--- config.mk ---
export PLATFORM = sky130hd
export DESIGN_NAME = drain_monitor
export DESIGN_NICKNAME = d
export VERILOG_FILES = /design/src/drain_monitor.sv
export SDC_FILE = /design/constraint.sdc
export NUM_CORES = 1
export LEC_CHECK = 0
export BUFFER_PORTS_ARGS = -buffer_cell sky130_fd_sc_hd__buf_2
export CORE_AREA = 5 5 42 44
export CTS_BUF_LIST = sky130_fd_sc_hd__clkbuf_4 sky130_fd_sc_hd__clkbuf_8
export DETAILED_ROUTE_END_ITERATION = 8
export DIE_AREA = 0 0 47 49
export PLACE_DENSITY = 0.35
export REMOVE_ABC_BUFFERS = 1
export SYNTH_ARGS = -nofsm -noshare
export SYNTH_HDL_FRONTEND = slang
export SYNTH_SLANG_ARGS = --single-unit
--- constraint.sdc ---
create_clock -name clk -period 0.93 [get_ports clk]
set_input_delay 0.093 -clock clk [delete_from_list [all_inputs] [get_ports clk]]
set_output_delay 0.093 -clock clk [all_outputs]
set_load 0.01 [all_outputs]
--- src/drain_monitor.sv ---
/* done pulse once the input stream ended and the output drained */

`timescale 1ns/1ps

module drain_monitor (
    input  logic clk,
    input  logic rst,
    input  logic fir_valid,
    input  logic fft_valid,
    output logic done
);
    logic fir_q;
    logic fft_q;
    logic in_end;
    logic out_end;
    // input has stopped, waiting for the last beats
    logic wait_drain;

    always_ff @(posedge clk or posedge rst) begin
        if (rst) begin
            fir_q <= 1'b0;
            fft_q <= 1'b0;
        end else begin
            fir_q <= fir_valid;
            fft_q <= fft_valid;
        end
    end

    // falling edges
    assign in_end  = fir_q & ~fir_valid;
    assign out_end = fft_q & ~fft_valid;

    always_ff @(posedge clk or posedge rst) begin
        if (rst) begin
            wait_drain <= 1'b0;
            done       <= 1'b0;
        end else begin
            done <= wait_drain & out_end;
            if (wait_drain && out_end) begin
                wait_drain <= 1'b0;
            end else if (in_end) begin
                wait_drain <= 1'b1;
            end
        end
    end

endmodule

==> impl_metrics.ini <==
[setup_path]
critPathMaxStageDelay_ns = 0.53
path_buf_inv = 2
critical_path_sink_type = flop
reg2reg_from = fir_q$_DFF_PP0_
critPathKind = in -> reg
rr_worst_depth = 2
worst_r2r_endpoint = wait_drain$_DFFE_PP0P_
worst-endpoint-required_ns = 1.10
worst_setup_path_start_kind = input pin
cpMaxStageDelayCell = dlygate4sd3_1
crit_path_max_fanout = 2
worstPathArrival_ns = 1.01
timing.critical_path.cells = dlygate4sd3_1 -> buf_2 -> nor3b_2 -> a21o_1
timing.reg2reg.setup_slack_ns = 0.19
path_delay_family = buffers and inverters

[timing]
tns_ns = 0
final.setup.worst_slack_ns = 0.0916
setup_viol = 0
max_slew_margin_pct = 89.2
highest_clock_frequency_the_design_can_meet_mhz = 1190
hold_viol_final = 0
finalCritPeriodShare_pct = 90.1
worst-slew-pin-transition_ns = 0.162
final.min_clock_period_ns = 0.838
clock_skew_ns = 0.00748
timing.final.max_slew_violations = 0
grt_setup_unrepaired = false

[logic_synthesis]
yosysUniqueCellTypes = 6
syn-mean-instance-area_um2 = 14.5
synth_xor_area_share_pct = 0
synthCells = 10
syn_area_um2 = 145
synth_sequential_area_ratio_pct = 69.0
muxShareOfSynthArea_pct = 0
postSynthRegisterBits = 4
synth_warnings = 0
synth-simple-area-share_pct = 20.7
synth_compound_gate_area_share_pct = 5.17
synth_top_family_by_area = simple AND/OR/NAND/NOR gates
yosys.area_share.adder_pct = 0

[cells_and_area]
commonest_non_fill_non_tap_cells_in_the_layout = 4 x dfrtp_1, 4 x buf_2, 3 x clkbuf_4, 3 x dlygate4sd3_1, 2 x inv_1
drive_gt1_share_pct = 45.0
fillCellCount = 158
finish.instance_area_um2 = 238
design.final.nets = 26
n_antenna_cell = 0
fin_cells = 36
layout-area-overhead-vs-synth_pct = 63.8

[cts]
cts-resized-gates = 0
cts-hold-fix-buffers = 3
clockBufferDepth = 2
clkSlewWorstSetupHoldPaths_ns = 0.04
postCtsSetupRepairBufs = 0
cts_inserted_buffers = 3
cts.sinks = 4
cts_root_buffer = clkbuf_4
clk_latency_ns = 0.24
cts-htree-levels = 1
cts_tree = done

[drt]
drcViolationCount = 0
vias = 101
drt-vias-per-instance = 2.81
postRouteAntennaNets = 0
detailedRoute.firstPassIterationCount = 1
wl_per_cell_um = 6.78
drt_iter0_markers = 0
wl_um = 244

[global_routing]
grt_pass1_vias = 111
global_route.usage.total_pct = 3.46
gr_ovfl_total = 0
initial_antenna_violation_count = 0
grt_max_degree = 5
grt_first_pass_wirelength_um = 427

[min_path]
hold_start = fft_valid
hold_path_class = in -> reg
min_to = done$_DFF_PP0_
timing.hold.worst_path_depth = 3

[floorplan]
chipWidth_um = 47
start_util_pct = 10.4
placement_rows = 14
floorplan.die_area_um2 = 2300
height_of_the_die_um = 49
io_pins = 5
fp.coreArea_um2 = 1400

[place]
place.detailed.instances = 30
post-dp-hpwl_um = 194
buffer_ports.inserted = 4
dpl-instance-area_um2 = 185
placement.setup.worst_slack_ns = 0.185
routabilityCongestion = 0.546

[run_status]
status = completed

[power]
max-vdd-ir-drop_mv = 0.475
power_density_nw_per_um2 = 1940
p_leak_nw = 0.123

[flow_run]
max_cap_violations = 0
kinds of logic after synthesis:
family          Yosys count
compound gates            1
buf+inv                   2
flops                     4
simple gates              3
cells in the mapped netlist:
cell / number / area (µm²)
dfrtp_1: 4 / 100
inv_1: 2 / 7.51
a21o_1: 1 / 7.51
nand2b_4: 1 / 13.8
nor2_1: 1 / 3.75
nor3b_2: 1 / 12.5
how the worst max path moves through the flow:
stage	from	cells after the start	to	slack, ns
after floorplan	fir_q$_DFF_PP0_	2	wait_drain$_DFFE_PP0P_	0.21
after global placement	fir_q$_DFF_PP0_	2	wait_drain$_DFFE_PP0P_	0.21
after detailed placement	fir_q$_DFF_PP0_	2	wait_drain$_DFFE_PP0P_	0.19
after CTS	fir_valid	4	wait_drain$_DFFE_PP0P_	0.09
after global routing	fir_valid	4	wait_drain$_DFFE_PP0P_	0.04
final	fir_valid	4	wait_drain$_DFFE_PP0P_	0.09
worst reg2reg max path, cell delays in order (launching register included):
cell	delay, ns
dfrtp_1	0.34
nor3b_2	0.14
a21o_1	0.15
power by group:
| group | internal [W] | switching [W] |
|---|---|---|
| Sequential | 0.000191 | 0.00000985 |
| Clock | 0.000144 | 0.0000723 |
| Combinational | 0.0000282 | 0.0000167 |
per-layer routing:
| layer | part of all wire, % | GRT usage [%] | vias up |
|---|---|---|---|
| met5 | 0 | 0 | - |
| met1 | 37 | 2.89 | 39 |
| met3 | 20 | 3.69 | 4 |
| met2 | 34 | 2.49 | 7 |
| met4 | 8.2 | 6.91 | 0 |
| li1 | - | - | 51 |
state kept, by name, summed over array words and instances, names as in the netlist:
name and cells:
done 1, fft_q 1, fir_q 1, wait_drain 1
area by class of cell:
class / count / area [µm²] / share of cell area [%]
Clock buffer: 3 / 22.5 / 9.47
Inverter: 2 / 7.51 / 3.16
Multi-Input combinational cell: 4 / 37.5 / 15.8
Sequential cell: 4 / 100 / 42.1
Tap cell: 16 / 20.0 / 8.42
Timing Repair Buffer: 7 / 50.0 / 21.1
metrics by stage:
stage	hold slack, ns	utilization (%)	total power (W)
6_report	0.120	17.0	0.000462
2_1_floorplan	-0.141	-	0.000225
3_5_place_dp	-0.0153	13.2	0.000241
4_1_cts	0.116	17.0	0.000476
5_1_grt	0.128	17.0	0.000492
3_3_place_gp	-0.0203	13.2	0.000238
No activity file was read; power rests on OpenSTA's default activity.
