**config.mk**
```make
export PLATFORM = sky130hd
export DESIGN_NAME = sample_collector
export DESIGN_NICKNAME = d
export VERILOG_FILES = /design/src/fft_pkg.sv /design/src/sample_collector.sv
export SDC_FILE = /design/constraint.sdc
export NUM_CORES = 1
export LEC_CHECK = 0
export ABC_AREA = 1
export CORE_AREA = 5 5 202 204
export DETAILED_ROUTE_END_ITERATION = 7
export DIE_AREA = 0 0 207 209
export DONT_BUFFER_PORTS = 1
export SYNTH_ARGS = -nofsm -noshare
export SYNTH_HDL_FRONTEND = slang
export SYNTH_SLANG_ARGS = --single-unit
```
**constraint.sdc**
```tcl
create_clock -name clk -period 2.85 [get_ports clk]
set_clock_uncertainty 0.2 [all_clocks]
set_input_delay 0.57 -clock clk [delete_from_list [all_inputs] [get_ports clk]]
set_output_delay 0.57 -clock clk [all_outputs]
set_load 0.005 [all_outputs]
```
**src/fft_pkg.sv**
```systemverilog
/* shared widths, fixed-point constants, twiddle tables and core state
   encoding for the 16-point FFT */

package fft_pkg;

    ////////////////////////////////////////////////////////////////////////////
    // sizes
    ////////////////////////////////////////////////////////////////////////////

    localparam int N_POINTS = 16;
    localparam int N_STAGES = 4;
    localparam int N_BFLY   = 8;

    // internal word is Q16.16
    localparam int FRAC_BITS = 16;
    // input Q8.8 lands in bits 23..8 of the internal word
    localparam int IN_SHIFT  = 8;

    ////////////////////////////////////////////////////////////////////////////
    // types
    ////////////////////////////////////////////////////////////////////////////

    typedef logic signed [15:0] sample_t;
    typedef logic signed [31:0] acc_t;
    typedef logic [3:0]         point_idx_t;
    typedef logic [2:0]         tw_idx_t;

    typedef enum logic [2:0] {
        IDLE,
        STAGE1,
        STAGE2,
        STAGE3,
        STAGE4,
        DONE
    } core_state_e;

    ////////////////////////////////////////////////////////////////////////////
    // twiddles, W^k = cos(2*pi*k/16) - j*sin(2*pi*k/16)
    ////////////////////////////////////////////////////////////////////////////

    localparam acc_t TW_REAL [N_POINTS/2] = '{
        32'sh00010000, 32'sh0000EC83, 32'sh0000B504, 32'sh000061F7,
        32'sh00000000, 32'shFFFF9E09, 32'shFFFF4AFC, 32'shFFFF137D
    };

    localparam acc_t TW_IMAG [N_POINTS/2] = '{
        32'sh00000000, 32'shFFFF9E09, 32'shFFFF4AFC, 32'shFFFF137D,
        32'shFFFF0000, 32'shFFFF137D, 32'shFFFF4AFC, 32'shFFFF9E09
    };

endpackage

```
**src/sample_collector.sv**
```systemverilog
/* serial to parallel collector, gathers 16 samples into one block */

`timescale 1ns/1ps

module sample_collector (
    input  logic             clk,
    input  logic             rst,
    input  fft_pkg::sample_t fir_d,
    input  logic             fir_valid,
    output fft_pkg::acc_t    block [fft_pkg::N_POINTS],
    output logic             block_ready
);
    import fft_pkg::*;

    point_idx_t cnt;

    // point counter, wraps after the last slot
    always_ff @(posedge clk or posedge rst) begin
        if (rst) begin
            cnt         <= '0;
            block_ready <= 1'b0;
        end else begin
            block_ready <= fir_valid && (cnt == point_idx_t'(N_POINTS - 1));
            if (fir_valid) begin
                cnt <= cnt + 1'b1;
            end
        end
    end

    // sign extend, then move into the Q16.16 position
    always_ff @(posedge clk) begin
        if (fir_valid) begin
            block[cnt] <= acc_t'(fir_d) << IN_SHIFT;
        end
    end

    // a new block needs 16 more samples, so never two in a row
    a_ready_single: assert property (
        @(posedge clk) disable iff (rst)
        block_ready |=> !block_ready
    );

endmodule

```
==> results.txt <==
#FFs+latches synth - 261
wire length on met2 - 13170 um
cts repair resizes - 0
area leader, netlist - edfxtp_1
crit path kind - flop to flop
first-pass GRT wire length - 34800 um
# Post-CTS Setup Buffers - 0
initial antenna violation count - 1
Crit. End Element - flop
clk root buf - clkbuf_16
Die X - 207 um
CP required - 2830 ps
Final ANT Viol Nets - 0
final-stage net count - 522
Layout area overhead - 6.468%
DRT met1 WL - 10180 um
HPWL after DPL - 17590 um
Ys Warns - 0
hold crit path type - input pin to flop
DRC viols - 0
Final Critical Period - 2310 ps
layout cells sized above 1 - 0.1590
delay-heaviest family, CP - simple AND/OR/NAND/NOR gates
final wirelength - 27120 um
die area - 0.04326 mm2
sequential area share after synthesis - 0.7841
Worst-Margin Slew - 953.7 ps
dpl cells - 974
DR WL/cell - 25.88 um
library cells used by synthesis - 13
highest routed metal layer - met4
cell count after synthesis - 562
Final setup viols - 0
met3 routed WL - 3367 um
Non-Filler Instances - 1048
Max Fclk - 432.9 MHz
# rows - 73
Pleak - 3.571 nW
outcome - complete, no violations
initial detailed-routing violation count - 203
I/O pin count - 532
CP Cell Sequence - inv_1, ha_1, nand2_1, nor2_4
Overall Power - 9.621 mW
Post-synth ARST share - 0.01916
Synth Flop Type - edfxtp_1
Max-slew headroom - 0.3627
core area - 0.03909 mm2
crit path buf inv count - 1
final worst path period share - 0.8105
CTS H-tree depth - 1
routed vias - 3744
CTS tree - built
clk_lat worst skew - 570 ps
Worst EP arrival - 2290 ps
RSZ-0062 raised after global routing - false
number of flops mapped to enable cells by yosys - 256
GRT Total Usage - 0.1159
Synth area leaders - edfxtp_1 77%, buf_4 19%, dfrtp_1 1.3%, nor2_1 0.72%, ha_1 0.50%
max-cap viol count - 0
vias in the first global route - 3792
CTS Hold Bufs - 18
Syn Area/Cell - 17.73 um2
CP max stage cell - nor2_4
Peak VDD IR - 0.4778 mV
setup_tns - 0 ps
Worst Path Max Fanout - 16
DR pass1 iterations - 4
Clock Path Buffers - 3
CTS buffer count - 30
most frequent cells after synthesis - 256 x buf_4, 256 x edfxtp_1, 19 x nor2_1
total gr overflow - 0
final hold viol count - 0
Mapped Area - 0.009963 mm2
CP Launch Type - flop
CTS clk-pin slew, worst paths - 60 ps
Vias/cell - 3.573
I/O Buffers - 0
Die Y - 209 um
share of the synthesized area in the top cell type - 0.7716
clk sinks - 261
critical path's largest stage delay - 820 ps
initial core utilization - 0.2549
largest net degree at the start of global routing - 17
PD cells - 907.0 mW/mm2
Max Slew Vio Count - 0
Final GP Congestion - 0.6884
==> registers in the layout (all words and copies together) (netlist names) <==
signal	count
block	256
cnt	4
block_ready	1
==> placed cells by master, fill, tap and decap left out, types with 4 or more instances in the layout <==
master         count
buf_4             16
bufinv_16          5
edfxtp_1         256
inv_1              5
ha_1               4
nand2_1            9
inv_6              6
nor2_4             8
dlygate4sd3_1     18
clkbuf_16         30
dfrtp_1            5
conb_1           128
nor2_2             8
clkbuf_1           4
==> layer usage <==
layer,global-route usage,vias up
met5,0,-
met4,0.02782,0
met3,0.05585,29
met2,0.1913,323
met1,0.1376,1913
li1,-,1479
==> area by class of cell <==
type,count,area (um2)
Clock buffer,34,765.7
Timing Repair Buffer,35,320.3
Sequential cell,261,7812
Inverter,5,18.77
Tap cell,525,656.9
Clock inverter,21,275.3
Multi-Input combinational cell,166,755.7
Antenna cell,1,2.502
Fill cell,3877,28480
==> logic make-up after synthesis <==
group           count (synthesis)  share of synthesized area
buf+inv                       262                     0.1959
simple gates                   31                    0.01231
xor+xnor                        2                   0.001758
fa+ha+maj                       4                   0.005023
flops                         261                     0.7841
compound gates                  1                  0.0005018
other cells                     1                  0.0003764
==> final timing paths <==
path | start | to | slack (ps) | cells past startpoint
setup / recovery | cnt[1] | block[465] | 540 | 4
hold / removal | fir_valid | cnt[2] | 90 | 2
setup reg to reg | cnt[1] | block[465] | 540 | 4
hold reg to reg | cnt[0] | cnt[0] | 380 | 1
max in group asynchronous | rst | cnt[1] | 2090 | 2
min in group asynchronous | rst | cnt[3] | 160 | 2
==> power breakdown <==
part	internal [mW]	switching (mW)
combinational	0.126	0.579
clock	2.42	1.62
sequential	4.62	0.262
==> through the flow <==
step | hold slack (ps) | util | setup slack, ps | instance area, um2
after global routing | 80.63 | 0.2713 | 404.8 | 10610
final | 94.99 | 0.2713 | 540.1 | 10610
after global placement | 183.7 | 0.2400 | 540.7 | 9384
after CTS | 54.44 | 0.2713 | 477.8 | 10610
after detailed placement | 188.6 | 0.2400 | 500.5 | 9384
after floorplan | 148.5 | - | 763.9 | 10440
(Power assumes the default switching activity.)
