==> config.mk <==
export PLATFORM = sky130hd
export DESIGN_NAME = output_serializer
export DESIGN_NICKNAME = d
export VERILOG_FILES = /design/src/fft_pkg.sv /design/src/output_serializer.sv
export SDC_FILE = /design/constraint.sdc
export NUM_CORES = 1
export LEC_CHECK = 0
export ABC_AREA = 1
export ABC_CLOCK_PERIOD_IN_PS = 9000
export BUFFER_PORTS_ARGS = -buffer_cell sky130_fd_sc_hd__buf_2
export CELL_PAD_IN_SITES_DETAIL_PLACEMENT = 0
export CELL_PAD_IN_SITES_GLOBAL_PLACEMENT = 1
export CORE_AREA = 3 3 299 301
export CTS_CLUSTER_DIAMETER = 150
export DETAILED_ROUTE_END_ITERATION = 8
export DIE_AREA = 0 0 302 304
export GPL_TIMING_DRIVEN = 0
export PLACE_DENSITY_LB_ADDON = 0.1
export SLEW_MARGIN = 20
export SYNTH_ARGS = -nofsm -noshare
export SYNTH_HDL_FRONTEND = slang
export SYNTH_SLANG_ARGS = --single-unit
==> constraint.sdc <==
create_clock -name clk -period 9 [get_ports clk]
set_input_delay 1.8 -clock clk [delete_from_list [all_inputs] [get_ports clk]]
set_output_delay 1.8 -clock clk [all_outputs]
set_load 0.05 [all_outputs]
==> src/fft_pkg.sv <==
/* shared widths, fixed-point constants, twiddle tables and core state
   encoding for the 16-point FFT */

package fft_pkg;

    ////////////////////////////////////////////////////////////////////////////
    // sizes
    ////////////////////////////////////////////////////////////////////////////

    localparam int N_POINTS = 16;
    localparam int N_STAGES = 4;
    localparam int N_BFLY   = 8;

    // internal word is Q16.16
    localparam int FRAC_BITS = 16;
    // input Q8.8 lands in bits 23..8 of the internal word
    localparam int IN_SHIFT  = 8;

    ////////////////////////////////////////////////////////////////////////////
    // types
    ////////////////////////////////////////////////////////////////////////////

    typedef logic signed [15:0] sample_t;
    typedef logic signed [31:0] acc_t;
    typedef logic [3:0]         point_idx_t;
    typedef logic [2:0]         tw_idx_t;

    typedef enum logic [2:0] {
        IDLE,
        STAGE1,
        STAGE2,
        STAGE3,
        STAGE4,
        DONE
    } core_state_e;

    ////////////////////////////////////////////////////////////////////////////
    // twiddles, W^k = cos(2*pi*k/16) - j*sin(2*pi*k/16)
    ////////////////////////////////////////////////////////////////////////////

    localparam acc_t TW_REAL [N_POINTS/2] = '{
        32'sh00010000, 32'sh0000EC83, 32'sh0000B504, 32'sh000061F7,
        32'sh00000000, 32'shFFFF9E09, 32'shFFFF4AFC, 32'shFFFF137D
    };

    localparam acc_t TW_IMAG [N_POINTS/2] = '{
        32'sh00000000, 32'shFFFF9E09, 32'shFFFF4AFC, 32'shFFFF137D,
        32'shFFFF0000, 32'shFFFF137D, 32'shFFFF4AFC, 32'shFFFF9E09
    };

endpackage

==> src/output_serializer.sv <==
/* two-beat output register, real bins first then imaginary bins */

`timescale 1ns/1ps

module output_serializer (
    input  logic             clk,
    input  logic             rst,
    input  logic             result_valid,
    input  fft_pkg::sample_t result_re [fft_pkg::N_POINTS],
    input  fft_pkg::sample_t result_im [fft_pkg::N_POINTS],
    output logic             fft_valid,
    output fft_pkg::sample_t fft_d [fft_pkg::N_POINTS]
);
    import fft_pkg::*;

    // high while the imaginary beat is pending
    logic    imag_next;
    sample_t im_hold [N_POINTS];

    always_ff @(posedge clk or posedge rst) begin
        if (rst) begin
            fft_valid <= 1'b0;
            imag_next <= 1'b0;
            fft_d     <= '{default: '0};
        end else begin
            fft_valid <= result_valid | imag_next;
            imag_next <= result_valid;
            if (result_valid) begin
                fft_d <= result_re;
            end else if (imag_next) begin
                fft_d <= im_hold;
            end
        end
    end

    // core results only last one cycle, keep the imag half
    always_ff @(posedge clk) begin
        if (result_valid) begin
            im_hold <= result_im;
        end
    end

    // real and imag beats only, blocks are far apart
    a_two_beats: assert property (
        @(posedge clk) disable iff (rst)
        fft_valid ##1 fft_valid |=> !fft_valid
    );

endmodule

==> results of run 1 <==
## state kept, by name, summed over array words and instances (netlist names)
signal,flops
fft_d,256
fft_valid,1
im_hold,256
imag_next,1
## Yosys cell counts
library cell / n / area share
nand2_1: 512 / 0.10
inv_2: 1 / 0.00019
clkbuf_1: 4 / 0.00078
edfxtp_1: 256 / 0.40
buf_1: 1 / 0.00019
nand3_1: 512 / 0.13
buf_6: 1 / 0.00058
buf_2: 79 / 0.020
inv_1: 2 / 0.00039
buf_4: 29 / 0.011
dfrtp_1: 258 / 0.33
nor2_4: 1 / 0.00058
## cell families after synthesis
kind of cell	after synthesis
simple gates	1025
flops	514
buf+inv	117
## worst reg2reg max path, stage by stage (launching register included)
cell	delay (ns)
dfrtp_1	0.31
buf_2	0.15
buf_2	0.36
buf_2	0.34
nand3_1	0.20
nand3_1	0.14
## report_power, final
part,switching (µW),internal [µW]
combinational,766,258
sequential,89.2,2690
clock,1010,1490
total,1870,4450
## cell type report
cell class | count | area [µm²] | share of cell area
diodes | 14 | 35.0 | 0.00131
plain buffers | 114 | 643 | 0.0240
clock buffers | 97 | 1750 | 0.0653
clock inverters | 17 | 240 | 0.00896
inverters | 3 | 18.8 | 0.000700
multi-input cells | 1025 | 4500 | 0.168
flip-flops and latches | 514 | 14100 | 0.528
well taps | 1155 | 1450 | 0.0539
repair buffers | 777 | 4030 | 0.150
## final timing paths
path / to / cells after the start
setup / recovery: fft_d[252]$_DFFE_PP0P_ / 8
hold / removal: fft_d[37]$_DFFE_PP0P_ / 2
setup reg to reg: fft_d[66]$_DFFE_PP0P_ / 5
hold reg to reg: fft_d[37]$_DFFE_PP0P_ / 2
max in group asynchronous: fft_d[137]$_DFFE_PP0P_ / 3
min in group asynchronous: fft_d[74]$_DFFE_PP0P_ / 2
## through the flow
stage / util / setup slack [ns] / setup TNS (ns) / total power, µW / instance area, µm²
3_5_place_dp: 0.285 / 4.59 / 0 / 3880 / 24800
3_3_place_gp: 0.283 / -5.35 / -1369.19 / 3870 / 24600
2_1_floorplan: - / 0.102 / 0 / 3440 / 19300
4_1_cts: 0.308 / 5.28 / 0 / 6440 / 26800
6_report: 0.309 / 5.45 / 0 / 6320 / 26800
5_1_grt: 0.308 / 5.22 / 0 / 6600 / 26800
## cells in the final DEF, fill, tap and decap left out
| cell | count |
|---|---|
| edfxtp_1 | 256 |
| nand3_1 | 512 |
| clkbuf_1 | 31 |
| bufinv_16 | 6 |
| clkinv_1 | 5 |
| buf_2 | 849 |
| clkbuf_16 | 61 |
| buf_16 | 6 |
| nand2_1 | 512 |
| buf_1 | 1 |
| diode_2 | 14 |
| inv_2 | 1 |
| clkinv_4 | 1 |
| inv_1 | 1 |
| clkbuf_8 | 9 |
| nor2_4 | 1 |
| clkinv_2 | 3 |
| inv_8 | 1 |
| buf_6 | 1 |
| inv_6 | 2 |
| buf_8 | 1 |
| buf_4 | 29 |
| dfrtp_1 | 258 |
## metal layers
metal	global-route usage	vias to the layer above	wire length, µm
met2	0.319	595	43000
met4	0.0396	58	1640
li1	-	7439	-
met5	0	-	382
met3	0.0681	148	8010
met1	0.199	7687	31300
==> impl_metrics.tcl, run 1 <==
set metrics [dict create \
    synth_compound_area_frac 0 \
    maxSlewHeadroom 0.536 \
    area_growth_pct 38.9 \
    cts_tree "done" \
    vias 15900 \
    fillers 9280 \
    synth_top_family_by_area "simple AND/OR/NAND/NOR gates" \
    ys_seq_elements 514 \
    final_cells 3716 \
    die-area_um2 91800 \
    critPathLaunch "result_valid" \
    cp-start-kind "input port" \
    path_max_fanout 75 \
    grt_max_degree 83 \
    worstHoldPathType "register to register" \
    crit_chain "buf_8, buf_16, buf_16, buf_6, buf_2, buf_2, nand2_1, nand3_1" \
    cp_top_family "buffers and inverters" \
    hold_viol 0 \
    yosys.area_share.simple 0.233 \
    drc 0 \
    drv_slew 0 \
    wl_per_cell_um 22.7 \
    coreArea_um2 86900 \
    gp_congestion 0.811 \
    antenna_found_initial 53 \
    syn_area_per_cell_um2 11.7 \
    cts.sinks 514 \
    min_period_over_period 0.394 \
    drt_pass1_iterations 5 \
    post-dp-hpwl_um 63500 \
    dr.first_iter.drc_count 819 \
    synth_xor_area_frac 0 \
    drt_wl_total_um 84300 \
    viasPerCell 4.29 \
    h-tree-depth 2 \
    synth_fp_nets 2171 \
    die_w_um 302 \
    numCtsBuffers 61 \
    worst_slew_pin_slew_ns 0.696 \
    clk_root_buffer_cell "clkbuf_16" \
    yosysSeqAreaShare 0.733 \
    nNetsFinal 3011 \
    skew_ns 0.0151 \
    clk_latency_ns 0.62 \
    clkTransAtPathRegs_ns 0.06 \
    hold_buffers 0 \
    grt_usage 0.178 \
    peakVddDrop_mv 0.129 \
    period_minus_slack_ns 3.55 \
    min_from "fft_d[37]$_DFFE_PP0P_" \
    yosysWarnings 0 \
    antenna_left 0 \
    io_pins 772 \
    crit_type "input port to register" \
    rr_startpoint "imag_next$_DFF_PP0_" \
    fmax_mhz 282 \
    slowest_delay_ns 0.36 \
    worstPathRequired_ns 9.55 \
    placedCellCount 3588 \
    cp.buffers_inverters 6 \
    ys_types 12 \
    initial_core_util 0.222 \
    grt_pass1_wl_um 119000 \
    synth-adder-area-share 0 \
    p_leak_uw 0.0124 \
    setup_viol 0 \
    ctsResizeCount 0 \
    rsz0062_at_grt "no" \
    final_layout_size_suffix_gt1_frac 0.381 \
    power.density_nw_per_um2 236 \
    die_h_um 304 \
    num_rows 108 \
    crit_arrival_ns 4.10 \
    first_global_vias 16800 \
    post_cts_buffers 0 \
    status "complete, no violations" \
    r2r_slack_ns 7.42 \
    cp_slowest_cell "buf_16" \
    syn_area_um2 19300 \
    grt_overflow 0 \
    worst_hold_slack_ns 0.474 \
    synthMuxAreaShare 0 \
    crit_path_end_kind "register" \
    maxCapViolations 0 \
    portBuffers 771 \
    cts_max_path_buffers 3 \
    netlist_instances 1656 \
]
Power figures use the tool's default switching activity.
==> run 2: changes to the inputs <==
--- a/config.mk
+++ b/config.mk
@@ -5,15 +5,15 @@
 export SDC_FILE = /design/constraint.sdc
 export NUM_CORES = 1
 export LEC_CHECK = 0
-export ABC_AREA = 1
-export ABC_CLOCK_PERIOD_IN_PS = 9000
+export ABC_AREA = 0
+export ABC_CLOCK_PERIOD_IN_PS = 3000
 export BUFFER_PORTS_ARGS = -buffer_cell sky130_fd_sc_hd__buf_2
 export CELL_PAD_IN_SITES_DETAIL_PLACEMENT = 0
 export CELL_PAD_IN_SITES_GLOBAL_PLACEMENT = 1
-export CORE_AREA = 3 3 299 301
+export CORE_AREA = 3 3 302 304
 export CTS_CLUSTER_DIAMETER = 150
 export DETAILED_ROUTE_END_ITERATION = 8
-export DIE_AREA = 0 0 302 304
+export DIE_AREA = 0 0 305 307
 export GPL_TIMING_DRIVEN = 0
 export PLACE_DENSITY_LB_ADDON = 0.1
 export SLEW_MARGIN = 20
==> constraint.sdc (replaced) <==
create_clock -name clk -period 3 [get_ports clk]
set_input_delay 0.6 -clock clk [delete_from_list [all_inputs] [get_ports clk]]
set_output_delay 0.6 -clock clk [all_outputs]
set_load 0.05 [all_outputs]
==> run 2 against run 1 <==
- clock power increased to 3.1 times the previous value
- first-iteration DRC count down 14%
- critical path depth decreased by 1
- global-route usage is 1.2 points lower
- hold slack worse by 0.30 ns
- register-to-register slack got worse by 5.8 ns
- highest routed layer unchanged
- clock-buffer cell count is 2 higher
- via count is 9.6% lower
- combinational power increased to 3.1 times the previous value
- utilization is 0.20 points higher
==> impl_metrics.tcl, run 2 <==
set metrics [dict create \
    status "complete, no violations" \
    yosysSeqAreaShare 0.720 \
    final_area_um2 27500 \
    rsz0062_at_grt "no" \
    tns_ns 0 \
    num_rows 109 \
    power.density_nw_per_um2 702 \
    p_leak_uw 0.0126 \
    clk_root_buffer_cell "clkbuf_16" \
    maxSlewHeadroom 0.471 \
    cp.buffers_inverters 6 \
    post-dp-hpwl_um 60500 \
    netlist_instances 1370 \
    fmax_mhz 368 \
    cts.sinks 514 \
    initial_core_util 0.222 \
    first_global_vias 15500 \
    cts_max_path_buffers 3 \
    final_layout_size_suffix_gt1_frac 0.408 \
    worst_slew_pin_slew_ns 0.794 \
    synth_top_area_frac 0.392 \
    nNetsFinal 2740 \
    yosys.area.top_type "edfxtp_1" \
    power_uw 19300 \
    die-area_um2 93600 \
    viasPerCell 4.15 \
    clk_latency_ns 0.59 \
    setup_viol 0 \
    io_pins 772 \
    synth_fp_nets 1885 \
    cp_slowest_cell "clkbuf_1" \
    area_growth_pct 40.0 \
    ys_async_sr_fraction 0.502 \
    syn_area_um2 19600 \
    drt_wl_total_um 79900 \
    r2r_slack_ns 1.66 \
    cts_tree "done" \
    gp_congestion 0.776 \
    wl_per_cell_um 23.0 \
    crit_arrival_ns 3.13 \
    ys_top_cells_by_count "258 x dfrtp_1, 256 x edfxtp_1, 256 x mux2i_1, 256 x nand2_1, 229 x o21ai_1" \
    numCtsBuffers 66 \
    rr_startpoint "imag_next$_DFF_PP0_" \
    die_w_um 305 \
    drv_slew 0 \
    ys_seq_elements 514 \
    die_h_um 307 \
    period_minus_slack_ns 2.72 \
    h-tree-depth 3 \
    skew_ns 0.0272 \
    path_max_fanout 64 \
    yosys-top-cells-area "edfxtp_1 39%, dfrtp_1 33%, mux2i_1 13%" \
    min_path_cells 1 \
    worstPathRequired_ns 3.42 \
    peakVddDrop_mv 0.363 \
    rr_endpoint "fft_d[246]$_DFFE_PP0P_" \
    grt_pass1_wl_um 113000 \
    crit_chain "buf_8, buf_16, buf_16, buf_4, buf_4, clkbuf_1, o21ai_1" \
    drc 0 \
    post_cts_buffers 0 \
    ctsResizeCount 0 \
    cp_top_family "buffers and inverters" \
    yosysWarnings 0 \
    ys_types 13 \
    min_period_over_period 0.906 \
    portBuffers 771 \
    synth_top_flop_cell "dfrtp_1" \
    vias 14400 \
    drt_pass1_iterations 7 \
    grt_usage 0.166 \
    antenna_left 0 \
    antenna_found_initial 49 \
    place_ws_ns -0.532 \
    grt_overflow 0 \
    crit_type "input port to register" \
    grt_max_degree 75 \
    reg.largest.list "fft_d x256, im_hold x256" \
    dr.first_iter.drc_count 707 \
    hold_viol 0 \
    fin_ws_ns 0.282 \
    min_to "im_hold[46]$_DFFE_PP_" \
    synthMostInstantiatedCell "dfrtp_1" \
    maxCapViolations 0 \
    postPlaceCellArea_um2 25300 \
    reg2reg_depth 5 \
    crit_path_end_kind "register" \
    worstHoldPathType "input port to register" \
    most-common-layout-cells "784 x buf_2, 258 x dfrtp_1, 256 x mux2i_1, 256 x nand2_1, 256 x edfxtp_1" \
    final_common_cell "buf_2" \
    cp-start-kind "input port" \
    syn_area_per_cell_um2 14.3 \
    coreArea_um2 88500 \
    slowest_delay_ns 0.63 \
    min_from "result_im[46]" \
    clkTransAtPathRegs_ns 0.06 \
    synth_edf_count 256 \
]
## run 2: cells by family (layout without fill, tap and decap cells)
family,count (synthesis),in the layout,share of synthesized area
other cells,0,31,0
buf+inv,87,993,0.0345
compound gates,256,256,0.0653
simple gates,257,257,0.0493
mux,256,256,0.131
flops,514,514,0.720
## run 2: area by class of cell
type | instances | area [µm²]
inverters | 1 | 7.51
repair buffers | 787 | 4220
fillers | 9194 | 61000
plain buffers | 86 | 673
flip-flops and latches | 514 | 14100
well taps | 1165 | 1460
multi-input cells | 769 | 4810
clock buffers | 99 | 1900
clock inverters | 20 | 194
diodes | 31 | 77.6
## run 2: stage by stage
step	std cells	hold slack, ns	utilization
detailed placement	3321	0.510	0.286
CTS	3441	0.116	0.310
floorplan	1370	0.494	-
global placement	3306	0.497	0.282
finish	3472	0.175	0.311
global route	3451	0.137	0.310
## run 2: where the power goes
part	total [µW]	switching, µW	internal (µW)	leakage (µW)
logic	3210	2300	913	0.00601
registers	8340	257	8080	0.00561
clock network	7740	3170	4570	0.00102
## run 2: metal layers
layer  global-route usage  up-vias  wire [µm]
met3               0.0737      157       7610
met2                0.297      540      41100
met1                0.175     6988      28800
li1                     -     6675          -
met5                    0        -        253
met4               0.0535       40       2140
## run 2: worst max-delay path by stage
| stage | startpoint | end | slack [ns] | cells after the start |
|---|---|---|---|---|
| final | result_valid | fft_d[246]$_DFFE_PP0P_ | 0.28 | 7 |
| after global routing | result_valid | fft_d[237]$_DFFE_PP0P_ | 0.004 | 7 |
| after CTS | result_valid | fft_d[246]$_DFFE_PP0P_ | 0.13 | 7 |
| after detailed placement | result_valid | fft_d[245]$_DFFE_PP0P_ | -0.53 | 7 |
| after global placement | result_valid | fft_d[236]$_DFFE_PP0P_ | -5.04 | 5 |
| after floorplan | rst | fft_d[0]$_DFFE_PP0P_ | -1.0 | 1 |
## run 2: timing repair
action                                  4_1_cts  5_1_grt
endpoints found under the setup margin        0        0
hold endpoints to repair                      8        0
hold buffers                                  1        0
